===== config.mk =====
export PLATFORM = sky130hd
export DESIGN_NAME = ac97_top
export DESIGN_NICKNAME = d
export VERILOG_FILES = /design/src/logic/ac97_pkg.sv /design/src/logic/ac97_regs.sv /design/src/logic/ac97_dma.sv /design/src/logic/ac97_framer.sv /design/src/logic/ac97_deframer.sv /design/src/logic/ac97_top.sv
export SDC_FILE = /design/constraint.sdc
export NUM_CORES = 1
export LEC_CHECK = 0
export BUFFER_PORTS_ARGS = -buffer_cell sky130_fd_sc_hd__buf_2
export CAP_MARGIN = 20
export CORE_MARGIN = 2
export CORE_UTILIZATION = 60
export CTS_CLUSTER_DIAMETER = 100
export DETAILED_ROUTE_END_ITERATION = 16
export MAX_ROUTING_LAYER = met4
export PLACE_DENSITY = 0.82
export SYNTH_ARGS = -nofsm -noshare
export SYNTH_HDL_FRONTEND = slang
export SYNTH_SLANG_ARGS = --single-unit

===== constraint.sdc =====
create_clock -name sys_clk -period 6.4 [get_ports sys_clk]
set_clock_uncertainty 0.05 [all_clocks]
set_input_delay 0.96 -clock sys_clk [delete_from_list [all_inputs] [get_ports sys_clk]]
set_output_delay 0.96 -clock sys_clk [all_outputs]
set_load 0.02 [all_outputs]

===== src/logic/ac97_pkg.sv =====
`default_nettype none

package ac97_pkg;

	// ############################################################
	// Widths and link framing.
	// ############################################################

	localparam int PCM_BITS    = 20;                     // One audio slot.
	localparam int PAD_BITS    = 4;                      // Trailing zeros of a frame.
	localparam int FRAME_BITS  = 48;                     // Sync, tag, two valids, two slots, pad.
	localparam int FRAME_CNT_W = $clog2(FRAME_BITS);

	typedef logic [29:0]            word_addr_t;         // Address in 32-bit words.
	typedef logic [31:0]            byte_addr_t;         // Address as seen on the bus.
	typedef logic [15:0]            dma_count_t;         // Words left to move.
	typedef logic [31:0]            bus_word_t;
	typedef logic [PCM_BITS-1:0]    pcm_t;
	typedef logic [2:0]             csr_addr_t;
	typedef logic [FRAME_CNT_W-1:0] bit_cnt_t;           // Position inside a frame.

	localparam bit_cnt_t LAST_BIT = bit_cnt_t'(FRAME_BITS - 1);

	// Register map. The write channel mirrors the read channel three slots up.
	localparam csr_addr_t REG_RD_EN    = 3'd0;
	localparam csr_addr_t REG_RD_ADDR  = 3'd1;
	localparam csr_addr_t REG_RD_COUNT = 3'd2;
	localparam csr_addr_t REG_WR_EN    = 3'd3;
	localparam csr_addr_t REG_WR_ADDR  = 3'd4;
	localparam csr_addr_t REG_WR_COUNT = 3'd5;

	// ############################################################
	// Structs and the DMA state machine.
	// ############################################################

	typedef struct packed {
		logic left_valid;
		pcm_t left;
		logic right_valid;
		pcm_t right;
	} stereo_t;

	// Master request half of a classic single cycle.
	typedef struct packed {
		byte_addr_t adr;
		logic       we;
		bus_word_t  dat;
		logic       cyc_stb;
	} wb_req_t;

	typedef struct packed {
		logic       en;
		word_addr_t addr;
		dma_count_t remaining;
	} dma_chan_t;

	// Frame on the wire, sent MSB first, so sync goes out first.
	typedef struct packed {
		logic                sync;
		logic                tag;
		logic                left_valid;
		logic                right_valid;
		pcm_t                left;
		pcm_t                right;
		logic [PAD_BITS-1:0] pad;
	} frame_t;

	typedef enum logic [2:0] {
		IDLE,
		READ,
		WRITE,
		DOWN_DONE,
		UP_DONE
	} dma_state_t;

endpackage

`default_nettype wire


===== src/logic/ac97_regs.sv =====
`default_nettype none

module ac97_regs (
	input  wire                        sys_clk,
	input  wire                        sys_rst,
	input  wire                        csr_we_i,
	input  wire ac97_pkg::csr_addr_t   csr_addr_i,
	input  wire ac97_pkg::bus_word_t   csr_wdata_i,
	output ac97_pkg::bus_word_t        csr_rdata_o,
	input  wire                        rd_next_i,
	input  wire                        wr_next_i,
	output ac97_pkg::dma_chan_t        rd_chan_o,
	output ac97_pkg::dma_chan_t        wr_chan_o,
	output logic                       irq_rd_o,
	output logic                       irq_wr_o
);

	ac97_pkg::dma_chan_t rd_q;   // Playback channel state.
	ac97_pkg::dma_chan_t wr_q;   // Capture channel state.

	// One transferred word moves the address on and counts down.
	// The last word also drops the enable.
	function automatic ac97_pkg::dma_chan_t chan_step(
		input ac97_pkg::dma_chan_t c,
		input logic                next
	);
		ac97_pkg::dma_chan_t r;
		r = c;
		if (next) begin
			r.addr      = c.addr + 1'b1;
			r.remaining = c.remaining - 1'b1;
			if (c.remaining == 16'd1)
				r.en = 1'b0;           // Transfer complete.
		end
		return r;
	endfunction

	// Software writes land on top of the bookkeeping, so a write wins a tie.
	function automatic ac97_pkg::dma_chan_t chan_write(
		input ac97_pkg::dma_chan_t c,
		input ac97_pkg::csr_addr_t base
	);
		ac97_pkg::dma_chan_t r;
		r = c;
		if (csr_we_i) begin
			if (csr_addr_i == base)
				r.en = csr_wdata_i[0];
			if (csr_addr_i == base + 3'd1)
				r.addr = csr_wdata_i[29:0];      // Word address.
			if (csr_addr_i == base + 3'd2)
				r.remaining = csr_wdata_i[15:0];
		end
		return r;
	endfunction

	// ############################################################
	// Channel state and interrupts.
	// ############################################################

	always_ff @(posedge sys_clk) begin
		if (sys_rst) begin
			rd_q     <= '0;
			wr_q     <= '0;
			irq_rd_o <= 1'b0;
			irq_wr_o <= 1'b0;
		end else begin
			rd_q <= chan_write(chan_step(rd_q, rd_next_i), ac97_pkg::REG_RD_EN);
			wr_q <= chan_write(chan_step(wr_q, wr_next_i), ac97_pkg::REG_WR_EN);
			// Pulse one cycle after the final word went through.
			irq_rd_o <= rd_next_i && (rd_q.remaining == 16'd1);
			irq_wr_o <= wr_next_i && (wr_q.remaining == 16'd1);
		end
	end

	assign rd_chan_o = rd_q;
	assign wr_chan_o = wr_q;

	// Readback is combinational from the index.
	always_comb begin
		case (csr_addr_i)
			ac97_pkg::REG_RD_EN:    csr_rdata_o = {31'd0, rd_q.en};
			ac97_pkg::REG_RD_ADDR:  csr_rdata_o = {2'd0, rd_q.addr};
			ac97_pkg::REG_RD_COUNT: csr_rdata_o = {16'd0, rd_q.remaining};
			ac97_pkg::REG_WR_EN:    csr_rdata_o = {31'd0, wr_q.en};
			ac97_pkg::REG_WR_ADDR:  csr_rdata_o = {2'd0, wr_q.addr};
			ac97_pkg::REG_WR_COUNT: csr_rdata_o = {16'd0, wr_q.remaining};
			default:                csr_rdata_o = '0;      // Unused indices read zero.
		endcase
	end

	// The DMA only moves words for a channel that software left enabled.
	assert property (@(posedge sys_clk) disable iff (sys_rst) rd_next_i |-> rd_q.en)
		else $error("playback word moved on a disabled channel");
	assert property (@(posedge sys_clk) disable iff (sys_rst) wr_next_i |-> wr_q.en)
		else $error("capture word moved on a disabled channel");

endmodule

`default_nettype wire


===== src/logic/ac97_dma.sv =====
`default_nettype none

module ac97_dma (
	input  wire                        sys_clk,
	input  wire                        sys_rst,
	input  wire ac97_pkg::dma_chan_t   rd_chan_i,
	input  wire ac97_pkg::dma_chan_t   wr_chan_i,
	output logic                       rd_next_o,
	output logic                       wr_next_o,
	output ac97_pkg::wb_req_t          wb_o,
	input  wire                        wb_ack_i,
	input  wire ac97_pkg::bus_word_t   wb_dat_i,
	input  wire                        down_next_frame_i,
	output logic                       down_en_o,
	output ac97_pkg::stereo_t          down_sample_o,
	input  wire                        up_next_frame_i,
	output logic                       up_en_o,
	input  wire ac97_pkg::stereo_t     up_sample_i
);

	ac97_pkg::dma_state_t state_q;
	ac97_pkg::dma_state_t state_d;
	ac97_pkg::byte_addr_t adr_q;       // Bus address of the cycle in flight.
	ac97_pkg::bus_word_t  dat_q;       // Capture word, frozen for the whole cycle.

	logic down_pend_q;                 // Frame request seen while busy.
	logic up_pend_q;
	logic down_req;
	logic up_req;
	logic rd_ready;                    // Channel enabled with words left.
	logic wr_ready;
	logic load_rd_addr;
	logic load_wr_addr;
	logic load_down;

	// A request that lands while the bus is busy is kept until IDLE sees it.
	assign down_req = down_next_frame_i | down_pend_q;
	assign up_req   = up_next_frame_i | up_pend_q;
	assign rd_ready = rd_chan_i.en && (rd_chan_i.remaining != '0);
	assign wr_ready = wr_chan_i.en && (wr_chan_i.remaining != '0);

	// ############################################################
	// State machine.
	// ############################################################

	always_comb begin
		state_d      = state_q;
		down_en_o    = 1'b0;
		up_en_o      = 1'b0;
		rd_next_o    = 1'b0;
		wr_next_o    = 1'b0;
		load_rd_addr = 1'b0;
		load_wr_addr = 1'b0;
		load_down    = 1'b0;
		case (state_q)
			ac97_pkg::IDLE: begin
				// The link waits in any cycle where a request is being taken.
				down_en_o = !down_req;
				up_en_o   = !up_req;
				if (down_req && !rd_chan_i.en)
					load_down = 1'b1;          // Disabled playback sends silence.
				if (down_req && rd_ready) begin
					load_rd_addr = 1'b1;       // Playback has priority.
					state_d      = ac97_pkg::READ;
				end else if (up_req && wr_ready) begin
					load_wr_addr = 1'b1;
					state_d      = ac97_pkg::WRITE;
				end
			end
			ac97_pkg::READ: begin
				if (wb_ack_i) begin
					rd_next_o = 1'b1;
					load_down = 1'b1;          // Sample taken straight off the bus.
					state_d   = ac97_pkg::DOWN_DONE;
				end
			end
			ac97_pkg::WRITE: begin
				if (wb_ack_i) begin
					wr_next_o = 1'b1;
					state_d   = ac97_pkg::UP_DONE;
				end
			end
			ac97_pkg::DOWN_DONE: begin
				down_en_o = 1'b1;              // New sample is ready for the framer.
				state_d   = ac97_pkg::IDLE;
			end
			ac97_pkg::UP_DONE: begin
				up_en_o = 1'b1;
				state_d = ac97_pkg::IDLE;
			end
			default: state_d = ac97_pkg::IDLE;
		endcase
	end

	always_ff @(posedge sys_clk) begin
		if (sys_rst) begin
			state_q     <= ac97_pkg::IDLE;
			down_pend_q <= 1'b0;
			up_pend_q   <= 1'b0;
		end else begin
			state_q <= state_d;
			// IDLE always consumes a playback request.
			down_pend_q <= (state_q != ac97_pkg::IDLE) && down_req;
			// A capture request survives an IDLE cycle lost to playback.
			up_pend_q <= up_req && ((state_q != ac97_pkg::IDLE) || (down_req && rd_ready));
		end
	end

	// ############################################################
	// Bus request and sample registers.
	// ############################################################

	always_ff @(posedge sys_clk) begin
		if (load_rd_addr) begin
			adr_q <= {rd_chan_i.addr, 2'b00};
		end else if (load_wr_addr) begin
			adr_q <= {wr_chan_i.addr, 2'b00};
			dat_q <= {up_sample_i.left[19:4], up_sample_i.right[19:4]};   // 16 MSBs of each.
		end
	end

	always_ff @(posedge sys_clk) begin
		if (sys_rst) begin
			down_sample_o <= '0;
		end else if (load_down) begin
			down_sample_o.left_valid  <= rd_chan_i.en;
			down_sample_o.right_valid <= rd_chan_i.en;
			down_sample_o.left        <= {wb_dat_i[31:16], wb_dat_i[30:27]};
			down_sample_o.right       <= {wb_dat_i[15:0], wb_dat_i[14:11]};
		end
	end

	always_comb begin
		wb_o.adr     = adr_q;
		wb_o.we      = (state_q == ac97_pkg::WRITE);
		wb_o.dat     = dat_q;
		wb_o.cyc_stb = (state_q == ac97_pkg::READ) || (state_q == ac97_pkg::WRITE);
	end

	// A bus cycle belongs to an enabled channel in the matching direction.
	assert property (@(posedge sys_clk) disable iff (sys_rst)
		wb_o.cyc_stb |-> (state_q == ac97_pkg::READ && rd_chan_i.en) ||
			(state_q == ac97_pkg::WRITE && wr_chan_i.en))
		else $error("bus cycle outside an enabled transfer");
	// The request holds until the slave acks.
	assert property (@(posedge sys_clk) disable iff (sys_rst)
		wb_o.cyc_stb && !wb_ack_i |=> wb_o.cyc_stb && $stable(wb_o.adr) &&
			$stable(wb_o.we) && (!wb_o.we || $stable(wb_o.dat)))
		else $error("bus request changed before ack");

endmodule

`default_nettype wire


===== src/logic/ac97_framer.sv =====
`default_nettype none

module ac97_framer (
	input  wire                        sys_clk,
	input  wire                        sys_rst,
	input  wire                        down_en_i,
	input  wire ac97_pkg::stereo_t     down_sample_i,
	output logic                       down_next_frame_o,
	output logic                       sdata_o
);

	ac97_pkg::frame_t                  frame_d;     // Frame built from the DMA sample.
	logic [ac97_pkg::FRAME_BITS-1:0]   shift_q;
	ac97_pkg::bit_cnt_t                bit_cnt_q;
	logic                              sending_q;   // A frame is on the wire.
	logic                              waiting_q;   // Request issued, sample not yet taken.

	// A sample without any valid slot goes out as an empty frame.
	// The line then stays low for the whole frame and carries no sync.
	always_comb begin
		frame_d = '0;
		if (down_sample_i.left_valid || down_sample_i.right_valid) begin
			frame_d.sync        = 1'b1;
			frame_d.tag         = 1'b1;
			frame_d.left_valid  = down_sample_i.left_valid;
			frame_d.right_valid = down_sample_i.right_valid;
			frame_d.left        = down_sample_i.left;
			frame_d.right       = down_sample_i.right;
		end
	end

	// ############################################################
	// Frame sequencing.
	// ############################################################

	always_ff @(posedge sys_clk) begin
		if (sys_rst) begin
			bit_cnt_q         <= '0;
			sending_q         <= 1'b0;
			waiting_q         <= 1'b0;
			down_next_frame_o <= 1'b0;
		end else begin
			down_next_frame_o <= 1'b0;
			if (sending_q) begin
				bit_cnt_q <= bit_cnt_q + 1'b1;
				if (bit_cnt_q == ac97_pkg::LAST_BIT) begin
					bit_cnt_q         <= '0;
					sending_q         <= 1'b0;
					down_next_frame_o <= 1'b1;   // Ask for the next sample.
				end
			end else if (waiting_q) begin
				// The link is idle low until the DMA says the sample is in place.
				if (down_en_i) begin
					sending_q <= 1'b1;
					waiting_q <= 1'b0;
				end
			end else if (down_next_frame_o) begin
				waiting_q <= 1'b1;               // Ignore down_en in the request cycle.
			end else begin
				down_next_frame_o <= 1'b1;       // First request after reset.
			end
		end
	end

	// Shift register. It loads on the cycle the sample is accepted.
	always_ff @(posedge sys_clk) begin
		if (waiting_q && down_en_i && !sending_q)
			shift_q <= frame_d;
		else if (sending_q)
			shift_q <= {shift_q[ac97_pkg::FRAME_BITS-2:0], 1'b0};
	end

	assign sdata_o = sending_q & shift_q[ac97_pkg::FRAME_BITS-1];   // MSB first.

endmodule

`default_nettype wire


===== src/logic/ac97_deframer.sv =====
`default_nettype none

module ac97_deframer (
	input  wire                        sys_clk,
	input  wire                        sys_rst,
	input  wire                        sdata_i,
	input  wire                        up_en_i,
	output logic                       up_next_frame_o,
	output ac97_pkg::stereo_t          up_sample_o
);

	logic [ac97_pkg::FRAME_BITS-2:0]   shift_q;     // Every bit but the current one.
	ac97_pkg::bit_cnt_t                bit_cnt_q;
	logic                              in_frame_q;  // Sync found, frame being collected.
	logic                              pend_q;      // Tagged frame not yet handed over.
	ac97_pkg::frame_t                  rx_frame;
	logic                              frame_done;
	logic                              tagged_done;

	// The current input bit completes the frame on its last cycle.
	assign rx_frame    = {shift_q, sdata_i};
	assign frame_done  = in_frame_q && (bit_cnt_q == ac97_pkg::LAST_BIT);
	assign tagged_done = frame_done && rx_frame.tag;

	// ############################################################
	// Sync hunter and bit counter.
	// ############################################################

	always_ff @(posedge sys_clk) begin
		if (sys_rst) begin
			bit_cnt_q       <= '0;
			in_frame_q      <= 1'b0;
			pend_q          <= 1'b0;
			up_next_frame_o <= 1'b0;
		end else begin
			if (in_frame_q) begin
				bit_cnt_q <= bit_cnt_q + 1'b1;
				if (frame_done) begin
					bit_cnt_q  <= '0;
					in_frame_q <= 1'b0;      // Back to hunting.
				end
			end else if (sdata_i) begin
				// Between frames the line is low, so the first 1 is a sync bit.
				bit_cnt_q  <= ac97_pkg::bit_cnt_t'(1);
				in_frame_q <= 1'b1;
			end
			// Hold the announcement until the DMA can take it.
			up_next_frame_o <= 1'b0;
			if (tagged_done || pend_q) begin
				if (up_en_i) begin
					up_next_frame_o <= 1'b1;
					pend_q          <= 1'b0;
				end else begin
					pend_q <= 1'b1;
				end
			end
		end
	end

	// ############################################################
	// Shift register and slot unpacking.
	// ############################################################

	always_ff @(posedge sys_clk) begin
		shift_q <= {shift_q[ac97_pkg::FRAME_BITS-3:0], sdata_i};
	end

	// The sample stays put until the next tagged frame.
	always_ff @(posedge sys_clk) begin
		if (tagged_done) begin
			up_sample_o.left_valid  <= rx_frame.left_valid;
			up_sample_o.left        <= rx_frame.left;
			up_sample_o.right_valid <= rx_frame.right_valid;
			up_sample_o.right       <= rx_frame.right;
		end
	end

endmodule

`default_nettype wire


===== src/logic/ac97_top.sv =====
`default_nettype none

module ac97_top (
	input  wire                        sys_clk,
	input  wire                        sys_rst,
	// Register bus.
	input  wire                        csr_we_i,
	input  wire ac97_pkg::csr_addr_t   csr_addr_i,
	input  wire ac97_pkg::bus_word_t   csr_wdata_i,
	output wire ac97_pkg::bus_word_t   csr_rdata_o,
	// Memory master port.
	output wire ac97_pkg::wb_req_t     wb_o,
	input  wire                        wb_ack_i,
	input  wire ac97_pkg::bus_word_t   wb_dat_i,
	// Serial link.
	output wire                        sdata_o,
	input  wire                        sdata_i,
	output wire                        irq_rd_o,
	output wire                        irq_wr_o
);

	wire ac97_pkg::dma_chan_t rd_chan;
	wire ac97_pkg::dma_chan_t wr_chan;
	wire                      rd_next;
	wire                      wr_next;
	wire                      down_next_frame;
	wire                      down_en;
	wire ac97_pkg::stereo_t   down_sample;    // DMA to framer.
	wire                      up_next_frame;
	wire                      up_en;
	wire ac97_pkg::stereo_t   up_sample;      // Deframer to DMA.

	ac97_regs regs_inst (
		.sys_clk(sys_clk), .sys_rst(sys_rst),
		.csr_we_i(csr_we_i), .csr_addr_i(csr_addr_i),
		.csr_wdata_i(csr_wdata_i), .csr_rdata_o(csr_rdata_o),
		.rd_next_i(rd_next), .wr_next_i(wr_next),
		.rd_chan_o(rd_chan), .wr_chan_o(wr_chan),
		.irq_rd_o(irq_rd_o), .irq_wr_o(irq_wr_o)
	);

	ac97_dma dma_inst (
		.sys_clk(sys_clk), .sys_rst(sys_rst),
		.rd_chan_i(rd_chan), .wr_chan_i(wr_chan),
		.rd_next_o(rd_next), .wr_next_o(wr_next),
		.wb_o(wb_o), .wb_ack_i(wb_ack_i), .wb_dat_i(wb_dat_i),
		.down_next_frame_i(down_next_frame), .down_en_o(down_en),
		.down_sample_o(down_sample),
		.up_next_frame_i(up_next_frame), .up_en_o(up_en),
		.up_sample_i(up_sample)
	);

	ac97_framer framer_inst (
		.sys_clk(sys_clk), .sys_rst(sys_rst),
		.down_en_i(down_en), .down_sample_i(down_sample),
		.down_next_frame_o(down_next_frame), .sdata_o(sdata_o)
	);

	ac97_deframer deframer_inst (
		.sys_clk(sys_clk), .sys_rst(sys_rst),
		.sdata_i(sdata_i), .up_en_i(up_en),
		.up_next_frame_o(up_next_frame), .up_sample_o(up_sample)
	);

endmodule

`default_nettype wire


==> results of run 1 <==
==> metrics by stage <==
stage	util	instance area, µm²	setup slack (ps)	hold WS, ps
2_1_floorplan	-	13830	2968	259.6
3_3_place_gp	0.6506	14730	2554	260.7
3_5_place_dp	0.6506	14730	2514	262.1
4_1_cts	0.6988	15820	2510	280.0
5_1_grt	0.7046	15950	2597	286.2
6_report	0.7046	15950	2682	276.6
==> where the power goes <==
part	internal [mW]	switching (mW)	total (mW)
clock	1.12	0.796	1.92
combinational	0.171	0.288	0.460
sequential	2.43	0.0923	2.52
==> registers in the layout, summed over array words and instances (netlist names) <==
signal	count
deframer_inst.bit_cnt_q	6
deframer_inst.in_frame_q	1
deframer_inst.pend_q	1
deframer_inst.shift_q	46
deframer_inst.up_next_frame_o	1
deframer_inst.up_sample_o	32
dma_inst.adr_q	30
dma_inst.dat_q	32
dma_inst.down_pend_q	1
dma_inst.down_sample_o	33
dma_inst.state_q	3
dma_inst.up_pend_q	1
framer_inst.bit_cnt_q	6
framer_inst.down_next_frame_o	1
framer_inst.sending_q	1
framer_inst.shift_q	44
framer_inst.waiting_q	1
regs_inst.irq_rd_o	1
regs_inst.irq_wr_o	1
regs_inst.rd_chan_o	47
regs_inst.wr_chan_o	47
==> cells in the final DEF, fill, tap and decap left out, types with 36 or more instances in the layout <==
cell type,netlist,final
clkbuf_16,0,38
buf_2,5,165
a211oi_1,76,76
nor2_1,135,133
dfxtp_1,198,198
edfxtp_1,138,138
xnor2_1,46,46
xor2_1,37,37
a21oi_1,45,45
nand2_1,170,168
o21ai_0,36,36
==> area by class of cell <==
| cell class | count | area share |
|---|---|---|
| timing repair buffer | 181 | 0.06384 |
| clock buffer | 50 | 0.06494 |
| clock inverter | 11 | 0.003373 |
| sequential | 336 | 0.5082 |
| antenna | 3 | 0.0004706 |
| tap | 285 | 0.02235 |
| inverter | 18 | 0.004235 |
| multi-input combinational | 869 | 0.3325 |
==> cell families (layout without fill, tap and decap cells) <==
group | Yosys count | in the layout
XOR/XNOR | 83 | 83
adder cells (fa/ha/maj) | 9 | 9
flip-flops | 336 | 336
multiplexers | 35 | 35
AO/OA/AOI/OAI | 252 | 252
AND/OR/NAND/NOR | 486 | 486
buffers and inverters | 104 | 260
other | 1 | 7
==> how the worst max path moves through the flow <==
stage	end	slack (ps)	cells after the start
final	csr_rdata_o[3]	2680	7
after detailed placement	csr_rdata_o[3]	2510	6
after floorplan	csr_rdata_o[17]	2970	6
after global routing	csr_rdata_o[3]	2600	7
after global placement	csr_rdata_o[3]	2550	6
after CTS	csr_rdata_o[3]	2510	6
==> routing by layer <==
layer	vias to the layer above	global-route usage	share of wire
li1	4988	-	-
met1	5050	0.3897	0.42
met2	476	0.4216	0.46
met3	85	0.03861	0.081
met4	0	0.09699	0.032
met5	-	-	0
==> worst max-delay path, cell delays in order <==
cell	delay, ps
buf_2	150
nor2_1	250
and2_1	630
buf_8	240
a22oi_1	100
nand2_1	180
buf_2	190
==> impl_metrics.json, run 1 <==
{
  "crit_start": "csr_addr_i[1]",
  "via_per_inst": 6.046,
  "post_cts_resized": 0,
  "status": "complete, no violations",
  "vdd_ir_drop_max_mv": 0.2070,
  "syn2layout_area_growth_pct": 15.48,
  "cap_violations": 0,
  "io_pins": 173,
  "required_ps": 5390,
  "cts_buffer_depth": 3,
  "avgSynthCellArea_um2": 10.58,
  "worst_pin_slew_ps": 1117,
  "globalRouteOverflowTotal": 0,
  "grt_pass1_vias": 9880,
  "die_h_um": 155.7,
  "synth.distinct_cells": 58,
  "power_mw": 4.899,
  "drv_slew": 0,
  "p_leak_nw": 5.935,
  "nFillCells": 1659,
  "via_count": 10600,
  "cts.htree.levels": 2,
  "startpoint_type": "primary input",
  "ant_nets": 0,
  "synth_top_family_by_area": "simple AND/OR/NAND/NOR gates",
  "synthTopCellsByArea": "edfxtp_1 30%, dfxtp_1 29%, nand2_1 4.6%",
  "ff2ff_setup_slack_ps": 3320,
  "finalCritPeriodShare": 0.5809,
  "synthAdderAreaFrac": 0.008151,
  "regToRegStartpoint": "dma_inst.state_q[0]",
  "die_area_um2": 24250,
  "post_route_cells_drive_above_1_share": 0.1918,
  "hold_class": "reg -> reg",
  "r2r_cells": 5,
  "period_needed_ps": 3718,
  "grt_usage": 0.2787,
  "clockRootBuffer": "clkbuf_16",
  "worstHoldStart": "deframer_inst.shift_q[4]",
  "critPathKind": "in -> out",
  "synthSimpleGateAreaFrac": 0.1637,
  "place_congestion": 0.9397,
  "relSlewSlack": 0.2527,
  "ctsHoldBuffers": 0,
  "grt_max_degree": 93,
  "cellPowerDensity_nw_per_um2": 307.1,
  "num_rows": 55,
  "postSynthCellCount": 1306,
  "dp.cells": 1682,
  "synthArstFlopShare": 0,
  "post_layout_nonfiller_instances": 1753,
  "rr_endpoint": "regs_inst.rd_chan_o[39]",
  "multi_input_area_um2": 5305,
  "yosys.area.top_type": "edfxtp_1",
  "rsz0062_at_grt": "false",
  "post_cts_buffers": 0,
  "start_util": 0.6102,
  "path_max_fanout": 15,
  "grt_first_pass_wirelength_um": 52450,
  "routed_wl_um": 33250,
  "clkTransAtPathRegs_ps": 60,
  "synth_edf_count": 138,
  "clkLatencyLatePin_ps": 510,
  "yosys_warnings": 0,
  "hold_depth": 0,
  "synth_top_area_frac": 0.3000,
  "arrival_ps": 2710,
  "hpwl_um": 21290,
  "finalSetupTns_ps": 0,
  "endpoint_kind": "primary output",
  "synth_compound_area_frac": 0.1269,
  "ys_top_cells_by_count": "198 x dfxtp_1, 170 x nand2_1, 138 x edfxtp_1",
  "wire_per_inst_um": 18.97,
  "remaining_drc_errors": 0,
  "first_pass_iters": 5,
  "die_w_um": 155.7,
  "timing.fmax_ghz": 0.2690,
  "synth_ff_type": "dfxtp_1",
  "io_buffers": 166,
  "yosysSeqAreaShare": 0.5869,
  "core_um2": 22640,
  "antenna_found_initial": 3,
  "drt_iter0_drc": 1247,
  "seq_area_um2": 8108,
  "syn_area_um2": 13810,
  "cts_tree": "done",
  "synth_seq_cells": 336,
  "fin_nets": 1522,
  "hold_viol": 0,
  "cts.sinks": 336,
  "cts_inserted_buffers": 35,
  "hold_path_end": "deframer_inst.shift_q[5]",
  "synthMuxAreaShare": 0.02998,
  "yosysMostFrequentCell": "dfxtp_1",
  "report.final.setup_viol": 0,
  "synth_xor_xnor_area_share": 0.05262
}
No activity file was read; power rests on OpenSTA's default activity.
==> run 2, diff against run 1 <==
Settings changed: CORE_UTILIZATION 60 to 58, PLACE_DENSITY 0.82 to 0.8.
Clock period 6.4 ns to 3.64 ns, I/O delays scaled along.
==> impl_metrics.json, run 2 (synthesized netlist as in run 1, its figures left out) <==
{
  "grt_first_pass_wirelength_um": 51650,
  "grt_usage": 0.2699,
  "worstHoldStart": "sdata_i",
  "antenna_found_initial": 1,
  "regToRegStartpoint": "regs_inst.rd_chan_o[8]",
  "vdd_ir_drop_max_mv": 0.3073,
  "timing.fmax_ghz": 0.3453,
  "final_core_util": 0.6869,
  "ff2ff_setup_slack_ps": 750,
  "first_pass_iters": 6,
  "clockRootBuffer": "clkbuf_16",
  "die_area_um2": 25070,
  "die_w_um": 158.3,
  "finalCritPeriodShare": 0.7955,
  "rr_endpoint": "dma_inst.adr_q[15]",
  "via_per_inst": 5.828,
  "startpoint_type": "primary input",
  "dp.cells": 1728,
  "drt_iter0_drc": 802,
  "post_cts_buffers": 0,
  "rsz0062_at_grt": "false",
  "finalSetupTns_ps": 0,
  "grt_pass1_vias": 9868,
  "routed_wl_um": 33130,
  "cap_violations": 0,
  "hold_class": "in -> reg",
  "final_common_cell": "dfxtp_1",
  "core_um2": 23400,
  "critPathKind": "in -> out",
  "layout_common_cells": "198 x dfxtp_1, 168 x nand2_1, 165 x buf_2, 138 x edfxtp_1, 133 x nor2_1",
  "clkLatencyLatePin_ps": 510,
  "post_layout_nonfiller_instances": 1795,
  "io_buffers": 166,
  "status": "complete, no violations",
  "post_route_cells_drive_above_1_share": 0.1993,
  "drv_slew": 0,
  "p_leak_nw": 5.992,
  "path_max_fanout": 15,
  "cts_tree": "done",
  "cts_buffer_depth": 3,
  "grt_max_degree": 73,
  "fin_hold_ws_ps": 173.0,
  "hold_viol": 0,
  "required_ps": 3040,
  "io_pins": 173,
  "relSlewSlack": 0.2874,
  "arrival_ps": 2300,
  "syn2layout_area_growth_pct": 16.36,
  "clkTransAtPathRegs_ps": 60,
  "worst_pin_slew_ps": 1061,
  "via_count": 10460,
  "post_cts_resized": 0,
  "remaining_drc_errors": 0,
  "start_util": 0.5903,
  "cellPowerDensity_nw_per_um2": 546.4,
  "num_rows": 56,
  "cts_inserted_buffers": 35,
  "globalRouteOverflowTotal": 0,
  "endpoint_kind": "primary output",
  "period_needed_ps": 2896,
  "ant_nets": 0,
  "ctsHoldBuffers": 0,
  "wire_per_inst_um": 18.45,
  "report.final.setup_viol": 0,
  "die_h_um": 158.3,
  "place_congestion": 0.9717,
  "hold_path_end": "deframer_inst.shift_q[0]",
  "fin_nets": 1529,
  "cts.sinks": 336,
  "cts.htree.levels": 2,
  "hpwl_um": 21920,
  "hold_depth": 1,
  "r2r_cells": 6
}
## run 2: worst max-delay path by stage
stage                         endpoint                   start  slack [ps]
finish                  csr_rdata_o[1]           csr_addr_i[0]         740
global route        dma_inst.dat_q[14]  regs_inst.rd_chan_o[7]         650
CTS                    csr_rdata_o[29]           csr_addr_i[1]         810
global placement       csr_rdata_o[29]           csr_addr_i[1]         850
floorplan           dma_inst.adr_q[10]  regs_inst.rd_chan_o[0]         890
detailed placement     csr_rdata_o[29]           csr_addr_i[1]         830
## run 2: metal layers
| layer | global-route usage | wire (µm) | up-vias |
|---|---|---|---|
| li1 | - | - | 4991 |
| met2 | 0.4232 | 15720 | 419 |
| met5 | - | 0 | - |
| met1 | 0.3563 | 13870 | 4958 |
| met3 | 0.03892 | 2259 | 94 |
| met4 | 0.1107 | 1279 | 0 |
## run 2: area by class of cell
| class | count | area, µm² |
|---|---|---|
| flip-flops and latches | 336 | 8108 |
| fillers | 1786 | 7328 |
| multi-input cells | 869 | 5300 |
| repair buffers | 188 | 1041 |
| clock buffers | 44 | 962.2 |
| well taps | 319 | 399.1 |
| clock inverters | 20 | 193.9 |
| inverters | 18 | 67.56 |
| diodes | 1 | 2.502 |
## run 2: through the flow
step           cell area [µm²]  power, mW  worst slack [ps]
2_1_floorplan            13830      5.012             886.5
3_3_place_gp             14880      5.258             848.6
3_5_place_dp             14880      5.292             832.9
4_1_cts                  16040      8.836             809.3
5_1_grt                  16070      9.110             647.0
6_report                 16070      8.783             744.4
## run 2: where the power goes
part / total [mW] / switching [mW] / internal [mW]
Combinational: 0.794 / 0.499 / 0.295
Clock: 3.56 / 1.46 / 2.10
Sequential: 4.43 / 0.163 / 4.27
## run 2: critical path: stages
cell	delay (ps)
buf_2	150
nor2b_1	370
and2_0	720
a22oi_1	150
nand2_1	170
buf_2	190
